$ cat src/memPipePkg.sv
/*
 Shared types for the memory execution lane
 Widths, op codes, the op and result structs and the flush range check
*/
package memPipePkg;

    typedef logic [31:0] dataWord;
    typedef logic [15:0] memAddr;
    typedef logic [3:0]  opTag;
    typedef logic [1:0]  csrNum;

    typedef enum logic [1:0] {
        opLoad,
        opStore,
        opCsr,
        opFence
    } memOpType;

    typedef enum logic [1:0] {
        csrWrite,
        csrSet,
        csrClear
    } csrCode;

    // CSR ops take the register number from imm[11:10]
    // With csrImm set, imm[9:0] zero-extended is the write value
    typedef struct packed {
        logic     valid;
        memOpType opType;
        opTag     tag;
        dataWord  operandA;
        dataWord  operandB;
        logic     readyA;
        logic     readyB;
        logic     bypassA;
        logic     bypassB;
        logic     [11:0] imm;
        csrCode   csrOp;
        logic     csrImm;
    } memOp;

    typedef struct packed {
        logic     valid;
        opTag     tag;
        memOpType opType;
        logic     replay;
        logic     fault;
        memAddr   addr;
        dataWord  data;
    } memResult;

    typedef struct packed {
        dataWord data;
        logic    valid;
    } bypassWord;

    // True for head <= tag < tail on the circular active list
    function automatic logic tagInRange(opTag head, opTag tail, opTag tag);
        opTag distTag;
        opTag distTail;
        distTag  = tag - head;
        distTail = tail - head;
        return distTag < distTail;
    endfunction

endpackage

$ cat src/memArbiter.sv
/*
 Data RAM port arbiter
 Loads from the stage always win, store buffer drains take idle cycles
*/
`timescale 1ns/100ps

module memArbiter import memPipePkg::*; (
    input  logic    loadReq,
    input  memAddr  loadAddr,
    input  logic    drainValid,
    input  memAddr  drainAddr,
    input  dataWord drainData,
    output logic    drainGrant,
    output logic    ramEnable,
    output logic    ramWrite,
    output memAddr  ramAddr,
    output dataWord ramWriteData
);

    always_comb begin
        // Drain only in a cycle with no load
        drainGrant   = drainValid && !loadReq;
        ramEnable    = loadReq || drainValid;
        ramWrite     = drainGrant;
        ramAddr      = loadReq ? loadAddr : drainAddr;
        ramWriteData = drainData;
    end

endmodule

$ cat config.mk
export PLATFORM = sky130hd
export DESIGN_NAME = memArbiter
export DESIGN_NICKNAME = d
export VERILOG_FILES = /design/src/memPipePkg.sv /design/src/memArbiter.sv
export SDC_FILE = /design/constraint.sdc
export NUM_CORES = 1
export LEC_CHECK = 0
export ABC_AREA = 1
export BUFFER_PORTS_ARGS = -buffer_cell sky130_fd_sc_hd__buf_2
export CORE_MARGIN = 3
export CORE_UTILIZATION = 24
export DETAILED_ROUTE_END_ITERATION = 6
export PLACE_DENSITY = 0.85
export SYNTH_ARGS = -nofsm -noshare
export SYNTH_HDL_FRONTEND = slang
export SYNTH_SLANG_ARGS = --single-unit
$ cat constraint.sdc
create_clock -name vclk -period 0.8
set_input_delay 0 -clock vclk [all_inputs]
set_output_delay 0 -clock vclk [all_outputs]
set_load 0.005 [all_outputs]
-- Yosys cells after proc, flatten, opt, wreduce, memory -nomap -nowiden
Index checks and enable logic that the tools add are counted.
- add/subtract/negate cells: 0
- multipliers: 0
- div/mod/pow operators: 0
- $lt $le $gt $ge: 0
- eq/ne operators: 0
- shift-type cells: 0
- multiplexer cells: 1
- bitwise gates (word level): 0
- reduce and logical (&&, ||, !) cells: 3
- operators with widths (operator ; count):
    2-to-1 mux 16 bit ; 1
    logical AND 1 bit ; 1
    zero test 1 bit ; 1
    logical OR 1 bit ; 1
- bits in registers: 0
- latch bits: 0
- RAM bits: 0
- ROM bits: 0
- bits of input ports: 66
- output and inout port bits: 51
- logic and storage cells: 4
- memories: 0

-- Logic depth before layout (Yosys ltp)
- depth in word-level cells: 2
- depth in mapped cells: 5

-- Worst setup path after synthesis
OpenSTA, ideal clock, no wires.
- path type: input to output
- start: in loadReq
- end: out ramWrite
- arrival: 0.558 ns
- data required time: 0.800 ns
- slack: 0.242 ns
- stages on the path: 4
- cells stage by stage: buf_6 -> clkbuf_8 -> nor2_1 -> buf_4
- word-level cells in the longest chain between the ends: 2
- ends and longest elaborated chain (element ; RTL line ; text):
    from (decl) ; memArbiter.sv:8 ; input logic loadReq,
    zero test 1 bit ; memArbiter.sv:22 ; drainGrant = drainValid && !loadReq;
    logical AND 1 bit ; memArbiter.sv:22 ;
    to (decl) ; memArbiter.sv:15 ; output logic ramWrite,
No other way between the ends.

-- Worst setup path after layout
- start: in loadReq
- end: out ramAddr[3]
- word-level cells in the longest chain between the ends: 1
- ends and longest elaborated chain (element ; RTL line ; text):
    2-to-1 mux 16 bit ; memArbiter.sv:25 ; ramAddr = loadReq ? loadAddr : drainAddr;
    to (decl) ; memArbiter.sv:16 ; output memAddr ramAddr,
No other way between the ends.

==> impl_metrics.ini <==
[route]
vias = 517
post_drt_via_cell_ratio = 3.98
drt-initial-drc-count = 4
drc = 0
dr.pass1.iters = 3
drt-total-wl_um = 1420
detail-route-antenna-nets = 0
wl_per_cell_um = 10.9

[timing]
fmax_ghz = 1.58
finalSetupTns_ns = 0
slew_headroom = 0.844
slew_violations = 0
worstMarginPinSlew_ns = 0.234
hold_viol = 0
rsz0062_at_grt = no
min_period_over_period = 0.790
min_period_ns = 0.632
finalSetupViolCount = 0

[finish]
final_core_util = 0.277
design.final.nets = 173
syn_to_final_growth_pct = 2.26
clkbuf_count = 0
nFillCells = 231
diodes = 0
regArea_um2 = 0
post-route-cell-area_um2 = 509
seq_cell_count = 0
drive_gt1_frac = 0.543

[critical_path]
cp_max_fo = 18
crit_start = loadReq
startpoint_type = primary input
path_class = primary input to output port
arrival_ns = 0.63
worstSetupEndpointType = output port
required_ns = 0.80
crit_end = ramAddr[3]

[global_routing]
overflow = 0
antenna_found_initial = 0
grt_max_degree = 19
grt_first_pass_wirelength_um = 1970
grt_use_total = 0.0929
grt_pass1_vias = 443

[place]
place_hpwl_um = 1240
placedInstanceArea_um2 = 507
gp_congestion = 0.729
io_buffers = 53

[floorplan]
dieArea_mm2 = 0.00266
initial_core_util = 0.271
fp.dieH_um = 51.6
core-area_mm2 = 0.00184
dieWidth_um = 51.6
floorplan.rows = 15
num_io_pins = 117

[outcome]
status = completed

[power_and_ir_drop]
p_int_uw = 137
power_density_mw_per_mm2 = 505
p_comb_frac = 1.000
switching_power_uw = 121
switching_share = 0.469
p_leak_nw = 0.371
p_seq_frac = 0
clockPowerShare = 0
power.total_uw = 257
peakVddDrop_mv = 0.197

[synthesis]
syn_area_per_cell_um2 = 5.66
syn_area_um2 = 498
netlist_instances = 88
synthTopCellsByArea = buf_4, nand2_1, nand2_2
yosysTopAreaCellShare = 0.497
yosysTopAreaCell = buf_4
seq_area_frac_synth = 0
synth_warnings = 0
synth_cell_types = 9
syn_nets = 154

[hold_path]
hold_path.class = primary input to output port

[clock_tree]
postCtsHoldBufs = 0

[run]
cap_viol_max_count = 0
[layout make-up]
class | count | area [µm²] | share of cell area
multi-input cells | 50 | 195 | 0.383
repair buffers | 53 | 268 | 0.526
inverters | 2 | 15.0 | 0.0295
well taps | 25 | 31.3 | 0.0614
[synthesized netlist by cell type]
| master | instances |
|---|---|
| buf_8 | 1 |
| nand2_1 | 46 |
| clkbuf_8 | 1 |
| buf_4 | 33 |
| nand2_2 | 3 |
| buf_6 | 1 |
| inv_8 | 1 |
| inv_1 | 1 |
| nor2_1 | 1 |
[power by group through the flow]
stage	combinational, mW	sequential (mW)	clock, mW
after CTS	0.261	0	0
after detailed placement	0.260	0	0
after floorplan	0.253	0	0
final	0.257	0	0
after global placement	0.259	0	0
after global routing	0.297	0	0
[worst min path at each step]
stage	start	end	slack, ns	cells after the start
after floorplan	drainData[0]	ramWriteData[0]	0.08	1
after global placement	drainData[12]	ramWriteData[12]	0.00003	0
after detailed placement	drainData[12]	ramWriteData[12]	0.00003	0
after CTS	drainData[12]	ramWriteData[12]	0.00003	0
after global routing	drainData[15]	ramWriteData[15]	0.000008	0
final	drainData[21]	ramWriteData[21]	0.000002	0
[worst max-delay path, cell delays in order]
cell and delay [ns]:
clkbuf_4 0.22, inv_8 0.15, nand2_1 0.06, nand2_1 0.08, buf_2 0.12
[per-layer routing]
metal,up-vias,share of wire,track usage
li1,261,-,-
met4,0,0.016,0.0262
met5,-,0,0
met2,50,0.51,0.178
met1,198,0.30,0.0920
met3,8,0.17,0.0344
[metrics by stage]
step	instances	worst slack [ns]	hold slack (ns)
2_1_floorplan	88	0.242	0.0808
3_3_place_gp	130	0.0789	0.0000346
3_5_place_dp	130	0.0618	0.0000346
4_1_cts	130	0.0673	0.0000346
5_1_grt	130	0.0744	0.00000795
6_report	130	0.168	0.00000226
[cell usage in the layout (no fill, tap or decap), drive strengths merged]
| master | n |
|---|---|
| inv | 2 |
| buf | 52 |
| nor2 | 1 |
| nand2 | 49 |
| clkbuf | 1 |
[cell families (layout without fill, tap and decap cells)]
family                 count (synthesis)  count (layout)  share of synthesized area
buffers and inverters                 38              55                      0.608
and+or+nand+nor                       50              50                      0.392
[repair_timing]
action / 4_1_cts / 5_1_grt
setup endpoints to repair: 0 / 3
buffers inserted: 0 / 0
resized for setup: 0 / 1
Power figures use the tool's default switching activity.
