$ cat config.mk
export PLATFORM = sky130hd
export DESIGN_NAME = csrFile
export DESIGN_NICKNAME = d
export VERILOG_FILES = /design/src/memPipePkg.sv /design/src/csrFile.sv
export SDC_FILE = /design/constraint.sdc
export NUM_CORES = 1
export LEC_CHECK = 0
export BUFFER_PORTS_ARGS = -buffer_cell sky130_fd_sc_hd__buf_2
export CAP_MARGIN = 20
export CORE_MARGIN = 2
export CORE_UTILIZATION = 35
export CTS_CLUSTER_DIAMETER = 50
export DETAILED_ROUTE_END_ITERATION = 8
export PLACE_DENSITY = 0.53
export SYNTH_ARGS = -nofsm -noshare
export SYNTH_HDL_FRONTEND = slang
export SYNTH_SLANG_ARGS = --single-unit
$ cat constraint.sdc
create_clock -name clk -period 1.3 [get_ports clk]
set_input_delay 0.13 -clock clk [delete_from_list [all_inputs] [get_ports clk]]
set_output_delay 0.13 -clock clk [all_outputs]
set_load 0.02 [all_outputs]
$ cat src/memPipePkg.sv
/*
 Shared types for the memory execution lane
 Widths, op codes, the op and result structs and the flush range check
*/
package memPipePkg;

    typedef logic [31:0] dataWord;
    typedef logic [15:0] memAddr;
    typedef logic [3:0]  opTag;
    typedef logic [1:0]  csrNum;

    typedef enum logic [1:0] {
        opLoad,
        opStore,
        opCsr,
        opFence
    } memOpType;

    typedef enum logic [1:0] {
        csrWrite,
        csrSet,
        csrClear
    } csrCode;

    // CSR ops take the register number from imm[11:10]
    // With csrImm set, imm[9:0] zero-extended is the write value
    typedef struct packed {
        logic     valid;
        memOpType opType;
        opTag     tag;
        dataWord  operandA;
        dataWord  operandB;
        logic     readyA;
        logic     readyB;
        logic     bypassA;
        logic     bypassB;
        logic     [11:0] imm;
        csrCode   csrOp;
        logic     csrImm;
    } memOp;

    typedef struct packed {
        logic     valid;
        opTag     tag;
        memOpType opType;
        logic     replay;
        logic     fault;
        memAddr   addr;
        dataWord  data;
    } memResult;

    typedef struct packed {
        dataWord data;
        logic    valid;
    } bypassWord;

    // True for head <= tag < tail on the circular active list
    function automatic logic tagInRange(opTag head, opTag tail, opTag tag);
        opTag distTag;
        opTag distTail;
        distTag  = tag - head;
        distTail = tail - head;
        return distTag < distTail;
    endfunction

endpackage

$ cat src/csrFile.sv
/*
 CSR file
 Four scratch registers with write, set and clear, returning the old value
*/
`timescale 1ns/100ps

module csrFile import memPipePkg::*; (
    input  logic    clk,
    input  logic    arstN,
    input  logic    csrReq,
    input  csrNum   csrNumber,
    input  csrCode  csrOp,
    input  dataWord csrWriteData,
    output dataWord csrReadData
);

    dataWord csrRegs [4];

    // Old value, the update lands at the edge
    assign csrReadData = csrRegs[csrNumber];

    always_ff @(posedge clk or negedge arstN) begin
        if (!arstN) begin
            for (int i = 0; i < 4; i++) begin
                csrRegs[i] <= '0;
            end
        end else if (csrReq) begin
            case (csrOp)
                csrWrite: csrRegs[csrNumber] <= csrWriteData;
                csrSet:   csrRegs[csrNumber] <= csrRegs[csrNumber] | csrWriteData;
                csrClear: csrRegs[csrNumber] <= csrRegs[csrNumber] & ~csrWriteData;
                default:  csrRegs[csrNumber] <= csrRegs[csrNumber];
            endcase
        end
    end

endmodule

## Word level (Yosys, flattened, before mapping)

Cells that the tools add are included.

| operators by class | value |
|---|---|
| $lt $le $gt $ge | 2 |
| eq/ne operators | 2 |
| mux-type cells | 10 |
| bitwise gates (word level) | 4 |
| reductions and logical operators | 2 |

Operators with widths:

| cell | count |
|---|---|
| bitwise mux 128 bit | 4 |
| case mux 128 bit (3 select lines) | 1 |
| 2-to-1 mux 32 bit | 3 |
| binary-select mux 32 bit (select 2 bit) | 1 |
| demux 32 bit (select 2 bit) | 1 |
| AND 32 bit | 1 |
| inverter 32 bit | 1 |
| bitwise OR 32 bit | 1 |
| greater-or-equal comparator 3 bit (second input constant) | 1 |
| < comparator 3 x 1 -> 1 bit (second input constant) | 1 |
| inverter 2 -> 3 bit | 1 |
| == test 2 x 1 -> 1 bit (second input constant) | 1 |
| == test 2 bit (second input constant) | 1 |
| zero test 2 bit | 1 |
| logical AND 1 bit | 1 |

| storage, ports and cells | value |
|---|---|
| flip-flop bits (word level) | 128 |
| input port bits | 39 |

## Depth between registers and ports, before layout

Gate-level depths: netlist (run 1).

| depth | value |
|---|---|
| depth after elaboration | 7 |
| gate-level depth with buffers | 6 |
| mapped depth without buffers | 3 |

## Worst setup path after synthesis (run 1)

OpenSTA, ideal clock, no wires.

| timing path | value |
|---|---|
| path type | input port to output port |
| start | input csrNumber[0] |
| end | output csrReadData[0] |
| data arrival time | 1.176 ns |
| slack | -0.006 ns |
| cell stages on the path | 5 |
| buffers on the path | 3 |
| cell sequence | buf_6 > buf_6 > buf_4 > mux2i_1 > o21ai_0 |

| between the ends | value |
|---|---|
| cells in the longest elaborated chain, start to end | 4 |

RTL lines:

| what | line | source |
|---|---|---|
| start, declared | csrFile.sv:11 | `input csrNum csrNumber,` |
| inverter 2 -> 3 bit (not written as such) | csrFile.sv:20 | `assign csrReadData = csrRegs[csrNumber];` |
| binary-select mux 32 bit (select 2 bit) | csrFile.sv:20 |  |
| 2-to-1 mux 32 bit (not written as such) (2 in a row) | csrFile.sv:20 |  |
| end, declared | csrFile.sv:14 | `output dataWord csrReadData` |

Every way passes these cells. The select of a mux whose other input is x is not followed.

==> out/results.md, run 1 <==
Detailed routing
* **vias per inst** 5.67
* **average routed wire per standard cell** 19.8 µm
* **final wirelength** 23.5 mm
* **residual DRC count** 0
* **1st-pass router iterations** 4
* **Antenna Violating Nets Remaining** 0
* **Iter 0 DRT Violations** 530
* **number of vias in the routed layout** 6731

Synth
* **largest cells by area after synthesis** dfrtp_1, nand2_1, a22o_1, mux2_2, mux2i_1
* **gate count of the mapped netlist** 750
* **area fraction of the dominant cell type after synthesis** 43.9%
* **Avg Inst Size Synth** 9.73 µm²
* **syn nets** 789
* **Yosys Warn Count** 0
* **largest area contributor in the netlist** dfrtp_1
* **post-synth cell types** 27
* **main flop type after synthesis** dfrtp_1
* **fraction of registers with async set/reset** 100%
* **register area share after synthesis** 43.9%
* **cell with the most instances after synthesis** nand2_1
* **number of enable-type register cells in the synthesized netlist** 0
* **most numerous cell types in the synthesized netlist** nand2_1, dfrtp_1, a22o_1
* **Yosys reg bits** 128
* **summed instance area of the synthesized netlist** 7300 µm²

Place
* **detailed placement HPWL** 13.9 mm
* **weighted congestion reported at the end of routability-driven placement** 0.745
* **minimum setup slack after placement** -0.164 ns
* **Port Buf Inserts** 70

Worst hold path
* **path category of the worst min-delay check** primary input to flop

Timing
* **pin slew with the least headroom to its limit** 0.466 ns
* **setup repair after global routing missed its margin** true
* **final hold violation count** 0
* **headroom to the max-slew limit** 68.8%
* **final worst hold slack** 0.0156 ns
* **minimum clock period** 1.53 ns
* **Achievable Freq** 655 MHz
* **post-layout worst setup margin** -0.226 ns
* **final setup TNS** -6.10 ns
* **setup skew after layout** 0.00573 ns
* **Final Slew Violations** 0
* **setup violators final** 34
* **post-route clock period utilization** 117%

Floorplanning
* **Starting Density** 35.8%
* **Die Footprint** 22000 µm²
* **Die X-Extent** 148 µm
* **FP Rows** 52
* **Vert. Die Dim** 148 µm
* **floorplan core area** 20400 µm²
* **I/O Pins** 71

Cells and area
* **share of cells above drive strength 1** 36.8%
* **final layout net count** 943
* **core occupancy in the finished layout** 50.0%
* **synth-to-layout area growth** 39.6%
* **final antenna diode count** 0

GRT
* **vias in the first global route** 6974
* **largest net degree at the start of global routing** 62
* **GRT Residual Overflow** 0
* **number of antenna violations at the first check in global routing** 0
* **wire length of the first global-routing pass** 37.1 mm
* **GR Util All Layers** 21.5%

Clock tree
* **clock slew at reported path FFs** 0.06 ns
* **clock network latency to the later pin of the worst-skew pair** 0.42 ns
* **clock tree from TritonCTS** done
* **Max Buffers Root-to-Sink** 2
* **Root Buffer Master** clkbuf_16
* **clock sink count** 128
* **number of H-tree levels** 4
* **TritonCTS Buffers** 17

Worst setup path
* **worst path cell trace** mux2_4 -> nand2_2 -> o21ai_2 -> buf_6
* **startpoint type of the worst setup path** flop
* **critical path's largest stage delay** 0.38 ns
* **arrival time at the worst endpoint** 1.40 ns
* **maximum fanout along the worst path** 2
* **count of buffer and inverter cells on the critical path** 1
* **critical path's top delay family** flip-flops
* **data required time at the worst endpoint** 1.17 ns
* **Critical Path End Type** output pin
* **slowest stage cell, crit path** dfrtp_1
* **Worst Setup Path Type** flop to output pin

Pwr
* **switching part of the total power** 28.9%
* **Leakage** 4.60 nW
* **worst voltage drop across the vdd grid** 0.00101 V
* **Flop pwr share** 34.5%
* **combinational fraction of design power** 29.6%
* **net switching power** 4.49 mW
* **clock power share** 35.9%
* **ratio of total power to cell area** 1530 nW/µm²
* **Internal Power** 11.1 mW

Job
* **maximum capacitance violations** 0

Outcome
* **run status** complete, but fails checks
* **violated checks** negative setup slack

==> worst reg2reg max path, delay by kind of cell, from the launching register on <==
family | cells | cell delay [ns]
multiplexers | 1 | 0.28
flip-flops | 1 | 0.37
AO/OA/AOI/OAI | 2 | 0.30
buffers and inverters | 2 | 0.27
==> layout by cell type, fill, tap and decap left out, types with 3 or more instances in the layout <==
| cell type | instances |
|---|---|
| nor2b_1 | 32 |
| dfrtp_1 | 128 |
| nor3b_1 | 31 |
| nand2_1 | 132 |
| mux2_4 | 32 |
| a211oi_1 | 27 |
| buf_4 | 97 |
| buf_12 | 15 |
| nand2b_1 | 32 |
| o21ai_0 | 23 |
| buf_6 | 31 |
| bufinv_16 | 7 |
| clkbuf_1 | 3 |
| a22o_1 | 64 |
| a221oi_2 | 25 |
| buf_2 | 36 |
| o21ai_2 | 29 |
| a211oi_2 | 5 |
| clkinv_2 | 4 |
| clkbuf_16 | 17 |
| o21ai_1 | 43 |
| nand2_2 | 27 |
| mux2i_1 | 32 |
| dlygate4sd3_1 | 23 |
| a221oi_1 | 6 |
==> per-layer routing <==
metal	GRT usage [%]	wire length, µm	part of all wire (%)	vias to the layer above
li1	-	-	-	3044
met1	28.0	10500	45	3428
met2	36.3	11500	49	223
met3	4.26	1100	4.7	36
met4	6.38	381	1.6	0
met5	0	0	0	-
==> path summary, 6_finish.rpt <==
check	startpoint	end	slack (ns)	cells past startpoint
max in group asynchronous	arstN	async pin	0.61	3
worst min-delay path	csrWriteData[26]	flop	0.02	2
worst min register to register	flop	flop	0.48	2
worst max register to register	flop	flop	-0.04	5
worst max-delay path	flop	csrReadData[3]	-0.23	4
min in group asynchronous	arstN	async pin	0.09	2
==> layout make-up <==
type | instances | area, µm²
clock buffers | 20 | 437
clock inverters | 12 | 238
fillers | 1869 | 10200
multi-input cells | 555 | 4180
flip-flops and latches | 128 | 3200
well taps | 270 | 338
repair buffers | 202 | 1790
==> cells by family (layout without fill, tap and decap cells) <==
group	count (synthesis)	after routing	share of synthesized area (%)
buf+inv	67	234	5.40
flops	128	128	43.9
compound gates	225	225	22.5
mux	64	64	9.48
simple gates	266	266	18.7
==> through the flow <==
stage          instances  power, mW  area, µm²
2_1_floorplan        750       7.46       7300
3_3_place_gp        1078       8.43       8230
3_5_place_dp        1078       8.56       8230
4_1_cts             1167       15.0       9700
5_1_grt             1187       16.3      10200
6_report            1187       15.5      10200
==> power groups by stage <==
stage	Sequential (mW)	Clock, mW	Combinational [mW]
4_1_cts	5.34	5.65	4.04
5_1_grt	5.45	5.84	5.00
2_1_floorplan	5.23	0	2.23
6_report	5.37	5.58	4.60
3_3_place_gp	5.34	0	3.09
3_5_place_dp	5.37	0	3.19
==> what timing repair did <==
action	CTS	global route
buffers inserted	34	21
resized for setup	99	84
pin swaps	6	9
hold endpoints to repair	164	0
endpoints found under the setup margin	32	56
hold buffers	23	0
(Power assumes the default switching activity.)
==> inputs of run 2 (changes only) <==
--- a/config.mk
+++ b/config.mk
@@ -5,7 +5,7 @@
 export SDC_FILE = /design/constraint.sdc
 export NUM_CORES = 1
 export LEC_CHECK = 0
-export BUFFER_PORTS_ARGS = -buffer_cell sky130_fd_sc_hd__buf_2
+export BUFFER_PORTS_ARGS = -buffer_cell sky130_fd_sc_hd__clkbuf_2
 export CAP_MARGIN = 20
 export CORE_MARGIN = 2
 export CORE_UTILIZATION = 35
==> run 2 against run 1 <==
  * Critical endpoint is now csrReadData[10]
  * Fmax is 1.2% lower
  * First-iteration DRC count is 24% lower
  * Clock skew is 0.0015 ns higher
  * Wire length is 2.3% lower
  * Worst hold slack worse by 0.011 ns
  * The run still ends with negative setup slack left
==> out/results.md, run 2 (synthesis gave the netlist of run 1 again) <==
Outcome
* **run status** complete, but fails checks
* **violated checks** negative setup slack

Cells and area
* **commonest non-fill, non-tap cell in the layout** nand2_1
* **final layout net count** 940, -0.32%
* **share of cells above drive strength 1** 35.5%, -1.3 points
* **most used cells in the layout excluding fill and tap cells** nand2_1, dfrtp_1, buf_4, a22o_1, o21ai_1
* **final antenna diode count** 0, unchanged
* **synth-to-layout area growth** 36.9%
* **number of inserted filler cells in the final layout** 1860, -0.48%
* **Final Instance Area** 9990 µm², -1.9%

Detailed routing
* **residual DRC count** 0, unchanged
* **number of vias in the routed layout** 6609, -1.8%
* **average routed wire per standard cell** 19.4 µm, -2.0%
* **Antenna Violating Nets Remaining** 0, unchanged
* **Iter 0 DRT Violations** 402, -24%
* **1st-pass router iterations** 5, +1
* **vias per inst** 5.59, -1.5%
* **final wirelength** 22.9 mm, -2.3%

Clock tree
* **Root Buffer Master** clkbuf_16
* **clock slew at reported path FFs** 0.06 ns, about the same
* **clock sink count** 128, unchanged
* **number of H-tree levels** 4, unchanged
* **Max Buffers Root-to-Sink** 2, unchanged
* **clock tree from TritonCTS** done
* **clock network latency to the later pin of the worst-skew pair** 0.42 ns, about the same
* **TritonCTS Buffers** 17, unchanged

Timing
* **pin slew with the least headroom to its limit** 0.595 ns, +0.129 ns
* **final hold violation count** 0, unchanged
* **Achievable Freq** 648 MHz, -1.2%
* **setup repair after global routing missed its margin** true
* **Final Slew Violations** 0, unchanged
* **setup violators final** 35, +2.9%
* **setup skew after layout** 0.00719 ns, +0.00146 ns
* **minimum clock period** 1.54 ns, +0.0178 ns
* **post-layout worst setup margin** -0.243 ns, -0.0178 ns
* **final setup TNS** -6.82 ns, -0.722 ns
* **headroom to the max-slew limit** 60.3%, -8.5 points
* **post-route clock period utilization** 119%, +1.4 points

Place
* **detailed placement HPWL** 14.2 mm, +2.0%
* **Port Buf Inserts** 70, unchanged
* **Area after DPL** 8290 µm², +0.76%
* **weighted congestion reported at the end of routability-driven placement** 0.759, +1.9%

GRT
* **vias in the first global route** 6913, -0.87%
* **wire length of the first global-routing pass** 36.5 mm, -1.5%
* **GRT Residual Overflow** 0, unchanged
* **GR Util All Layers** 21.1%, -0.38 points
* **number of antenna violations at the first check in global routing** 0, unchanged
* **largest net degree at the start of global routing** 44, -29%

Floorplanning
* **I/O Pins** 71, unchanged
* **floorplan core area** 20400 µm², unchanged
* **Vert. Die Dim** 148 µm, unchanged
* **FP Rows** 52, unchanged
* **Starting Density** 35.8%, unchanged
* **Die X-Extent** 148 µm, unchanged
* **Die Footprint** 22000 µm², unchanged

Pwr
* **Overall Power** 14.5 mW, -6.5%
* **Leakage** 4.55 nW, -1.0%
* **ratio of total power to cell area** 1460 nW/µm², -4.6%
* **worst voltage drop across the vdd grid** 0.000992 V, -1.6%

Worst setup path
* **startpoint type of the worst setup path** flop
* **data required time at the worst endpoint** 1.17 ns, about the same
* **Worst Setup Path Type** flop to output pin
* **Worst R2R Path Depth** 5, unchanged
* **maximum fanout along the worst path** 3, +1
* **arrival time at the worst endpoint** 1.41 ns, about the same
* **Critical Path End Type** output pin
* **crit path capture** csrReadData[10]
* **r2r setup slk** -0.04 ns, about the same

Job
* **maximum capacitance violations** 0, unchanged

Worst hold path
* **critical hold path startpoint** csrWriteData[17]
* **path category of the worst min-delay check** primary input to flop

-- run 2: what timing repair did --
action                                  in CTS  in global routing
hold buffers                                11                  1
resized for setup                           89                 98
endpoints found under the setup margin      32                 52
setup buffers                               35                 25
endpoints found under the hold margin      140                  1
pin swaps                                    3                  8
-- run 2: worst min path at each step --
stage                           end  slack (ns)  cells past startpoint
after detailed placement  async pin        0.05                      1
after global routing           flop       0.002                      2
after CTS                      flop       0.002                      2
after global placement    async pin        0.04                      1
final                          flop       0.005                      2
after floorplan           async pin       -0.17                      0
-- run 2: where the power goes --
part	internal, mW	switching [mW]	total (mW)
logic	2.43	2.15	4.58
registers	4.86	0.483	5.34
clock network	2.89	1.73	4.62
total	10.2	4.37	14.5
-- run 2: worst max-delay path: stages, from the launching register on --
cell and delay (ns):
dfrtp_1 0.38, mux2_4 0.29, nand2_1 0.09, o21ai_2 0.08
buf_6 0.16
-- run 2: routing by layer --
layer / up-vias / routed length, µm / track usage [%]
met4: 0 / 226 / 6.14
met1: 3364 / 10300 / 27.8
met5: - / 0 / 0
li1: 3032 / - / -
met2: 189 / 11300 / 35.4
met3: 24 / 1100 / 4.08
-- run 2: stage by stage --
| stage | hold WS [ns] | setup slack, ns | utilization [%] | cells |
|---|---|---|---|---|
| after CTS | 0.00179 | -0.253 | 46.7 | 1160 |
| after global routing | 0.00194 | -0.292 | 49.1 | 1183 |
| final | 0.00459 | -0.243 | 49.1 | 1183 |
| after global placement | 0.0391 | -0.134 | 40.7 | 1083 |
| after detailed placement | 0.0451 | -0.179 | 40.7 | 1083 |
| after floorplan | -0.166 | 0.0789 | - | 750 |
-- run 2: final cells by class --
class	instances	area [µm²]	area share (%)
sequential	128	3200	32.1
multi-input combinational	555	4130	41.3
tap	270	338	3.38
clock inverter	7	85.1	0.852
clock buffer	24	472	4.72
timing repair buffer	199	1760	17.6
