[src/memPipePkg.sv]
/*
 Shared types for the memory execution lane
 Widths, op codes, the op and result structs and the flush range check
*/
package memPipePkg;

    typedef logic [31:0] dataWord;
    typedef logic [15:0] memAddr;
    typedef logic [3:0]  opTag;
    typedef logic [1:0]  csrNum;

    typedef enum logic [1:0] {
        opLoad,
        opStore,
        opCsr,
        opFence
    } memOpType;

    typedef enum logic [1:0] {
        csrWrite,
        csrSet,
        csrClear
    } csrCode;

    // CSR ops take the register number from imm[11:10]
    // With csrImm set, imm[9:0] zero-extended is the write value
    typedef struct packed {
        logic     valid;
        memOpType opType;
        opTag     tag;
        dataWord  operandA;
        dataWord  operandB;
        logic     readyA;
        logic     readyB;
        logic     bypassA;
        logic     bypassB;
        logic     [11:0] imm;
        csrCode   csrOp;
        logic     csrImm;
    } memOp;

    typedef struct packed {
        logic     valid;
        opTag     tag;
        memOpType opType;
        logic     replay;
        logic     fault;
        memAddr   addr;
        dataWord  data;
    } memResult;

    typedef struct packed {
        dataWord data;
        logic    valid;
    } bypassWord;

    // True for head <= tag < tail on the circular active list
    function automatic logic tagInRange(opTag head, opTag tail, opTag tag);
        opTag distTag;
        opTag distTail;
        distTag  = tag - head;
        distTail = tail - head;
        return distTag < distTail;
    endfunction

endpackage

[src/memExecStage.sv]
/*
 Memory execution stage
 Registers one memory op, resolves operands, forms and checks the address,
 and sends the op to the RAM, the store buffer or the CSR file
*/
`timescale 1ns/100ps

module memExecStage import memPipePkg::*; #(
    parameter int unsigned addrLimit = 1024
) (
    input  logic      clk,
    input  logic      arstN,
    input  memOp      opIn,
    input  bypassWord bypassInA,
    input  bypassWord bypassInB,
    input  logic      stall,
    input  logic      clear,
    input  logic      recoveryActive,
    input  opTag      flushHead,
    input  opTag      flushTail,
    input  logic      sbFull,
    input  logic      sbConflict,
    input  logic      sbEmpty,
    input  dataWord   ramReadData,
    input  dataWord   csrReadData,
    output logic      loadReq,
    output memAddr    loadAddr,
    output logic      storeReq,
    output memAddr    storeAddr,
    output dataWord   storeData,
    output memAddr    probeAddr,
    output logic      csrReq,
    output csrNum     csrNumber,
    output csrCode    csrOp,
    output dataWord   csrWriteData,
    output memResult  result
);

    memOp     pipeOp;
    logic     pipeValid;

    logic     isLoad;
    logic     isStore;
    logic     isCsr;
    logic     isFence;
    dataWord  fuOpA;
    dataWord  fuOpB;
    logic     validA;
    logic     validB;
    logic     needA;
    logic     regValid;
    dataWord  fullAddr;
    memAddr   addr;
    logic     addrBad;
    logic     flush;
    logic     kill;
    logic     replay;
    logic     fault;
    logic     issue;
    dataWord  nextData;

    logic     resValid;
    logic     resReplay;
    logic     resFault;
    logic     resIsLoad;
    opTag     resTag;
    memOpType resType;
    memAddr   resAddr;
    dataWord  resData;

    // Pipeline register holds while stalled
    always_ff @(posedge clk or negedge arstN) begin
        if (!arstN) begin
            pipeValid <= 1'b0;
        end else if (!stall) begin
            pipeValid <= opIn.valid;
        end
    end

    always_ff @(posedge clk) begin
        if (!stall) begin
            pipeOp <= opIn;
        end
    end

    always_comb begin
        isLoad  = pipeOp.opType == opLoad;
        isStore = pipeOp.opType == opStore;
        isCsr   = pipeOp.opType == opCsr;
        isFence = pipeOp.opType == opFence;

        // Operand select
        fuOpA  = pipeOp.bypassA ? bypassInA.data  : pipeOp.operandA;
        validA = pipeOp.bypassA ? bypassInA.valid : pipeOp.readyA;
        fuOpB  = pipeOp.bypassB ? bypassInB.data  : pipeOp.operandB;
        validB = pipeOp.bypassB ? bypassInB.valid : pipeOp.readyB;

        // Only stores read B, FENCE reads nothing
        needA    = isLoad || isStore || (isCsr && !pipeOp.csrImm);
        regValid = (!needA || validA) && (!isStore || validB);

        // Address generation and range check
        fullAddr = fuOpA + {{20{pipeOp.imm[11]}}, pipeOp.imm};
        addr     = memAddr'(fullAddr);
        addrBad  = (isLoad || isStore) &&
                   ((fullAddr >= addrLimit) || (fullAddr[1:0] != 2'b00));

        flush = recoveryActive && tagInRange(flushHead, flushTail, pipeOp.tag);
        kill  = !pipeValid || stall || clear || flush;

        // No forwarding from the store buffer, so a hit is replayed
        replay = !regValid ||
                 (isLoad && !addrBad && sbConflict) ||
                 (isStore && !addrBad && sbFull) ||
                 (isFence && !sbEmpty);
        fault  = regValid && addrBad;
        issue  = !kill && !replay && !fault;

        loadReq   = issue && isLoad;
        storeReq  = issue && isStore;
        csrReq    = issue && isCsr;
        loadAddr  = addr;
        storeAddr = addr;
        probeAddr = addr;
        storeData = fuOpB;

        csrNumber    = csrNum'(pipeOp.imm[11:10]);
        csrOp        = pipeOp.csrOp;
        csrWriteData = pipeOp.csrImm ? {22'b0, pipeOp.imm[9:0]} : fuOpA;

        // Old CSR value for CSR ops, store data otherwise
        nextData = isCsr ? csrReadData : fuOpB;
    end

    // Result register
    always_ff @(posedge clk or negedge arstN) begin
        if (!arstN) begin
            resValid  <= 1'b0;
            resReplay <= 1'b0;
            resFault  <= 1'b0;
            resIsLoad <= 1'b0;
        end else begin
            resValid  <= !kill;
            resReplay <= replay;
            resFault  <= fault;
            resIsLoad <= isLoad;
        end
    end

    always_ff @(posedge clk) begin
        resTag  <= pipeOp.tag;
        resType <= pipeOp.opType;
        resAddr <= addr;
        resData <= nextData;
    end

    // RAM read data lines up with the result register
    always_comb begin
        result.valid  = resValid;
        result.tag    = resTag;
        result.opType = resType;
        result.replay = resReplay;
        result.fault  = resFault;
        result.addr   = resAddr;
        result.data   = resIsLoad ? ramReadData : resData;
    end

endmodule

[config.mk]
export PLATFORM = sky130hd
export DESIGN_NAME = memExecStage
export DESIGN_NICKNAME = d
export VERILOG_FILES = /design/src/memPipePkg.sv /design/src/memExecStage.sv
export SDC_FILE = /design/constraint.sdc
export NUM_CORES = 1
export LEC_CHECK = 0
export ABC_CLOCK_PERIOD_IN_PS = 8690
export BUFFER_PORTS_ARGS = -buffer_cell sky130_fd_sc_hd__clkbuf_2
export CAP_MARGIN = 20
export CORE_AREA = 2 2 158 160
export CTS_CLUSTER_SIZE = 20
export DETAILED_ROUTE_END_ITERATION = 8
export DIE_AREA = 0 0 160 162
export GPL_TIMING_DRIVEN = 0
export PLACE_DENSITY_LB_ADDON = 0.12
export SYNTH_ARGS = -nofsm -noshare
export SYNTH_HDL_FRONTEND = slang
export SYNTH_SLANG_ARGS = --single-unit
[constraint.sdc]
create_clock -name clk -period 8.69 [get_ports clk]
set_input_delay 1.3035 -clock clk [delete_from_list [all_inputs] [get_ports clk]]
set_output_delay 1.3035 -clock clk [all_outputs]
set_load 0.01 [all_outputs]
Yosys cells after proc, flatten, opt, wreduce, memory -nomap -nowiden
Index checks and enable logic that the tools add are counted.

operators by class
  add/subtract/negate cells = 3
  order comparisons = 2
  equality and inequality tests = 3
  mux-type cells = 7
  reductions and logical operators = 38

operator list
  operator                                                                 count
  32-bit two-way mux                                                       5
  32-bit adder                                                             1
  32-bit by 11-bit >= comparator with 1-bit output, second input constant  1
  1-bit logical AND                                                        15
  1-bit logical OR                                                         11
  1-bit logical NOT                                                        10
  4-bit subtractor                                                         2
  2-bit equality test, second input constant                               2
  4-bit less-than comparator                                               1
  2-bit by 1-bit equality test with 1-bit output, second input constant    1
  2-bit logical NOT                                                        1
  1-bit two-way mux                                                        2
  2-bit nonzero test                                                       1

word-level totals
  bits in registers = 148
  bits of input ports = 236
  output and inout bits = 176
  word-level logic and storage cells = 73

Depth between registers and ports, before layout
  word-level depth = 15
  mapped depth = 14
  gate-level depth less buffers = 13

Worst setup path after synthesis
Ideal clock, no wire load.

  path kind = input -> output
  start = input port bypassInA[7] (netlist bit)
  end = output port loadReq
  arrival = 3,962 ps
  required time = 7,386 ps
  slack = 3,424 ps
  cell stages on the path = 11
  path buffers = 0
  path through = mux2_2 > ha_1 > and3_1 > and4_1 > a21boi_1 > nor4_1 > a311oi_1 > a2111oi_0 > nand4_1 > nor4_4 > and4_1

between the ends
  cells in the longest elaborated chain, start to end = 15
  elaborated cells on any way between the ends = 19
  classes of those cells = add/sub: 1; order compare: 1; mux: 1; reduce/logical: 16

RTL lines
  what                                                line                                      RTL
  from (decl)                                         memExecStage.sv:14                        input bypassWord bypassInA,
  32-bit two-way mux *                                memExecStage.sv:93                        fuOpA = pipeOp.bypassA ? bypassInA.data : pipeOp.operandA;
  32-bit adder *                                      memExecStage.sv:103                       fullAddr = fuOpA + {{20{pipeOp.imm[11]}}, pipeOp.imm};
  net loadAddr[15]                                    memExecStage.sv:27                        output memAddr loadAddr,
  32-bit by 11-bit >= comparator with 1-bit output *  memExecStage.sv:106                       ((fullAddr >= addrLimit) || (fullAddr[1:0] != 2'b00));
  1-bit logical OR *                                  memExecStage.sv:106
  1-bit logical AND *                                 memExecStage.sv:105                       addrBad = (isLoad || isStore) &&
  1-bit logical NOT                                   memExecStage.sv:113, memExecStage.sv:114
  1-bit logical AND (2 in series)                     memExecStage.sv:113                       (isLoad && !addrBad && sbConflict) ||
  1-bit logical OR                                    memExecStage.sv:112                       replay = !regValid ||
  1-bit logical OR                                    memExecStage.sv:113
  1-bit logical OR                                    memExecStage.sv:114                       (isStore && !addrBad && sbFull) ||
  1-bit logical NOT                                   memExecStage.sv:117                       issue = !kill && !replay && !fault;
  1-bit logical AND                                   memExecStage.sv:117
  1-bit logical AND *                                 memExecStage.sv:117
  1-bit logical AND *                                 memExecStage.sv:119                       loadReq = issue && isLoad;
  to (decl)                                           memExecStage.sv:26                        output logic loadReq,

Mark *: on every way through the listed nets, which the timed path passes. The rest lies on a longest branch.

Final worst setup path
  start = register pipeOp[16] (netlist bit)
  end = output port loadReq

between the ends
  cells in the longest elaborated chain, start to end = 15
  elaborated cells on any way between the ends = 24
  classes of those cells = add/sub: 1; order compare: 1; mux: 2; reduce/logical: 20

RTL lines
  what                                                                                    line                                      RTL
  from (decl)                                                                             memExecStage.sv:39                        memOp pipeOp;
  from (signal assigned)                                                                  memExecStage.sv:82                        pipeOp <= opIn;
  32-bit two-way mux                                                                      memExecStage.sv:93
  32-bit adder                                                                            memExecStage.sv:103
  32-bit by 11-bit >= comparator with 1-bit output or 2-bit nonzero test (tied branches)  memExecStage.sv:106
  1-bit logical OR                                                                        memExecStage.sv:106
  1-bit logical AND                                                                       memExecStage.sv:105
  1-bit logical NOT                                                                       memExecStage.sv:113, memExecStage.sv:114
  1-bit logical AND (2 in series)                                                         memExecStage.sv:113
  1-bit logical OR                                                                        memExecStage.sv:112
  1-bit logical OR                                                                        memExecStage.sv:113
  1-bit logical OR                                                                        memExecStage.sv:114
  1-bit logical NOT                                                                       memExecStage.sv:117
  1-bit logical AND                                                                       memExecStage.sv:117
  1-bit logical AND *                                                                     memExecStage.sv:117
  1-bit logical AND *                                                                     memExecStage.sv:119

Mark *: on every way between the ends. The rest lies on a longest branch, timed or not.

==> flow_summary.yaml <==
power_and_ir_drop:
  cellLeakagePower_uw: 0.00540
  vdd_drop_max_v: 0.000114
  power_frac_comb_pct: 35.0
  internal_power_uw: 1720
  switching_share_pct: 32.8
  clkPwrFrac_pct: 31.3
  cellPowerDensity_nw_per_um2: 219
  pwr-share-seq_pct: 33.7
  p_switching_uw: 839
clocking:
  cts_buffer_depth: 2
  cts.clk_slew.worst_paths_ps: 60
  cts_resized: 0
  htreeDepth: 4
  cts_setup_buffers: 0
  cts_tree: "built"
  root_buffer: "clkbuf_16"
  hold_buffers: 0
  cts.sinks: 148
  cts_buffers: 17
  clk-insertion-delay-late_ps: 430
setup_path:
  crit_arrival_ps: 5210
  startpoint: "pipeOp[16]"
  cp.required_ps: 7390
  max_stage_delay_ps: 600
  cp_num_buf_inv: 3
  cpLargestDelayFamily: "simple AND/OR/NAND/NOR gates"
  end_kind: "output port"
  cp_slowest_cell: "clkbuf_1"
  cp_max_fo: 10
  critPathLaunchType: "flop"
  path_cells: "clkbuf_1 -> clkbuf_1 -> mux2_2 -> ha_1 -> and3_1 -> and4_1 -> o21ai_1 -> nand2_2 -> a311oi_1 -> a2111oi_0 -> nand4_1 -> nor4_4 -> and4_1 -> clkbuf_2"
  r2r_slack_ps: 4050
  r2r_start: "pipeOp[16]"
  criticalPathCategory: "flop to output port"
layout:
  postLayoutCoreUtil_pct: 48.5
  nNetsFinal: 1460
  fillCellCount: 2355
  design_area_um2: 11700
  regArea_um2: 3880
  syn_to_final_growth_pct: 36.3
  multi_input_area_um2: 4130
  drive_gt1_share_pct: 54.5
placed_design:
  postPlaceCellArea_um2: 11100
  dp_hpwl_um: 22300
  place_ws_ps: 2570
  gp_congestion: 0.837
  portBuffers: 411
sta:
  finalHoldViolCount: 0
  relSlewSlack_pct: 36.0
  setup_violations: 0
  worst_slack_ps: 2180
  rsz0062_at_grt: "no"
  clock-skew-final_ps: 11.6
  fin_setup_tns_ps: 0
  slew_violations: 0
  period_minus_slack_ps: 6510
  fmax_mhz: 154
  finalCritPeriodShare_pct: 74.9
  tightest_slew_ps: 960
floorplan:
  core_um2: 24100
  die_area_um2: 25900
  rows: 57
  die_h_um: 162
  die_x_um: 160
  io_pins: 412
  start_util_pct: 35.5
synthesis:
  yosys.area_share.adder_pct: 6.54
  synthMuxAreaShare_pct: 19.1
  synthesis.nets: 1029
  ys.flop_type: "edfxtp_1"
  synth-compound-area-share_pct: 10.3
  ys_seq_area_share_pct: 45.3
  synth-simple-area-share_pct: 9.19
  synth_area_per_cell_um2: 11.4
  synth_cell_types: 71
  synthCells: 750
  synth-async-reset-ratio_pct: 3.38
  synth_top_family_by_area: "multiplexers"
  synth_area_um2: 8570
  synth-edff-count: 89
  ys_ff_latch: 148
  ys_warn_count: 0
  synth_xor_area_share_pct: 3.07
drt:
  drt_wl_total_um: 27400
  vias_per_cell: 4.77
  drt_first_iter_violations: 308
  ant_nets: 0
  wl_per_cell_um: 18.1
  vias: 7248
  drtPass1Iterations: 5
  drc: 0
global_routing:
  grt_pass1_wl_um: 41200
  grt_start_max_net_pins: 62
  grt_pass1_vias: 7243
  track_usage_pct: 20.9
  antenna_found_initial: 4
  grt.overflow.total: 0
hold_path:
  hp-start: "pipeOp[83]"
  hold_class: "flop to flop"
run_status:
  outcome: "finished clean"
run:
  cap_violations: 0
## stage by stage
stage	power (uW)	std cells	hold slack [ps]
floorplan	1450	750	348
global placement	1780	1485	361
detailed placement	1780	1486	364
CTS	2590	1518	381
global route	2700	1518	399
finish	2560	1519	380
## flip-flops by register name, summed over array words and instances, names as in the netlist
signal,count
csrNumber,2
csrOp,2
pipeOp,85
pipeValid,1
resAddr,16
resData,32
resFault,1
resIsLoad,1
resReplay,1
resTag,4
resType,2
resValid,1
## cells in the final DEF (no fill, tap or decap), types with 4 or more instances in the layout
master,count
clkbuf_2,411
mux2_2,138
edfxtp_1,89
dfxtp_1,54
a21oi_1,49
buf_4,42
ha_1,40
nand2_1,39
nor2_1,27
nor2b_1,24
inv_1,21
clkbuf_1,21
o21ai_0,17
clkbuf_16,17
xnor2_1,16
xor2_1,14
nand4_1,13
a21o_1,11
buf_2,10
o21ai_1,9
mux2i_1,7
nand2b_1,6
nand3_1,5
and3_1,5
o211ai_1,5
a31oi_1,5
inv_6,5
dfrtp_1,5
o2111ai_1,4
or2_2,4
nor3_1,4
## layout make-up
class	instances	area share, %
plain buffers	77	4.06
inverters	22	0.728
diodes	1	0.0214
repair buffers	412	17.8
clock inverters	14	1.62
flip-flops and latches	148	33.2
well taps	324	3.47
multi-input cells	503	35.4
clock buffers	18	3.67
## power by group through the flow
| stage | Clock [uW] | Combinational (uW) | Sequential (uW) |
|---|---|---|---|
| 6_report | 801 | 897 | 862 |
| 5_1_grt | 845 | 987 | 871 |
| 4_1_cts | 819 | 907 | 863 |
| 3_5_place_dp | 0 | 904 | 878 |
| 3_3_place_gp | 0 | 897 | 879 |
| 2_1_floorplan | 0 | 562 | 886 |
## cell usage after synthesis, drive strengths merged, types with 3 or more instances
| cell | n | share of area [%] |
|---|---|---|
| inv | 22 | 0.96 |
| nor3 | 4 | 0.23 |
| ha | 40 | 5.8 |
| o31ai | 3 | 0.26 |
| nand2 | 40 | 1.8 |
| and3 | 5 | 0.37 |
| clkbuf | 20 | 0.88 |
| a2111oi | 4 | 0.48 |
| o21ai | 27 | 1.6 |
| dfrtp | 5 | 1.5 |
| a31oi | 5 | 0.37 |
| buf | 57 | 4.7 |
| a21oi | 52 | 3.3 |
| xnor2 | 16 | 1.6 |
| fa | 3 | 0.70 |
| nor2b | 24 | 1.8 |
| nor2 | 27 | 1.2 |
| xor2 | 14 | 1.4 |
| nand4 | 13 | 0.95 |
| a21o | 11 | 0.96 |
| nand3 | 5 | 0.29 |
| nor4 | 4 | 0.47 |
| and4 | 3 | 0.31 |
| a211oi | 3 | 0.32 |
| dfxtp | 54 | 13 |
| edfxtp | 89 | 31 |
| o2111ai | 4 | 0.41 |
| and2 | 3 | 0.22 |
| o21bai | 3 | 0.31 |
| o211ai | 6 | 0.58 |
| mux2 | 139 | 18 |
| nand2b | 6 | 0.44 |
| or2 | 6 | 0.44 |
| mux2i | 7 | 0.82 |
## routing by layer
layer | global-route usage [%] | wire (um) | up-vias
li1 | - | - | 3583
met1 | 23.4 | 10700 | 3354
met2 | 38.2 | 14200 | 270
met3 | 6.51 | 2020 | 37
met4 | 5.86 | 564 | 4
met5 | 0 | 24 | -
## path summary, 6_finish.rpt
| check | to | cells after the start |
|---|---|---|
| min in group asynchronous | resReplay | 1 |
| max in group asynchronous | resValid | 1 |
| worst max register to register | resReplay | 13 |
| worst min register to register | resTag[0] | 0 |
| worst min-delay path | resTag[0] | 0 |
| worst max-delay path | loadReq | 14 |
## kinds of logic after synthesis
group	count (synthesis)
DFF	148
AOI/OAI and AO/OA	136
and+or+nand+nor	148
buffers and inverters	99
muxes	146
xor gates and xnor gates	30
adders and majority gates	43
(Power assumes the default switching activity.)
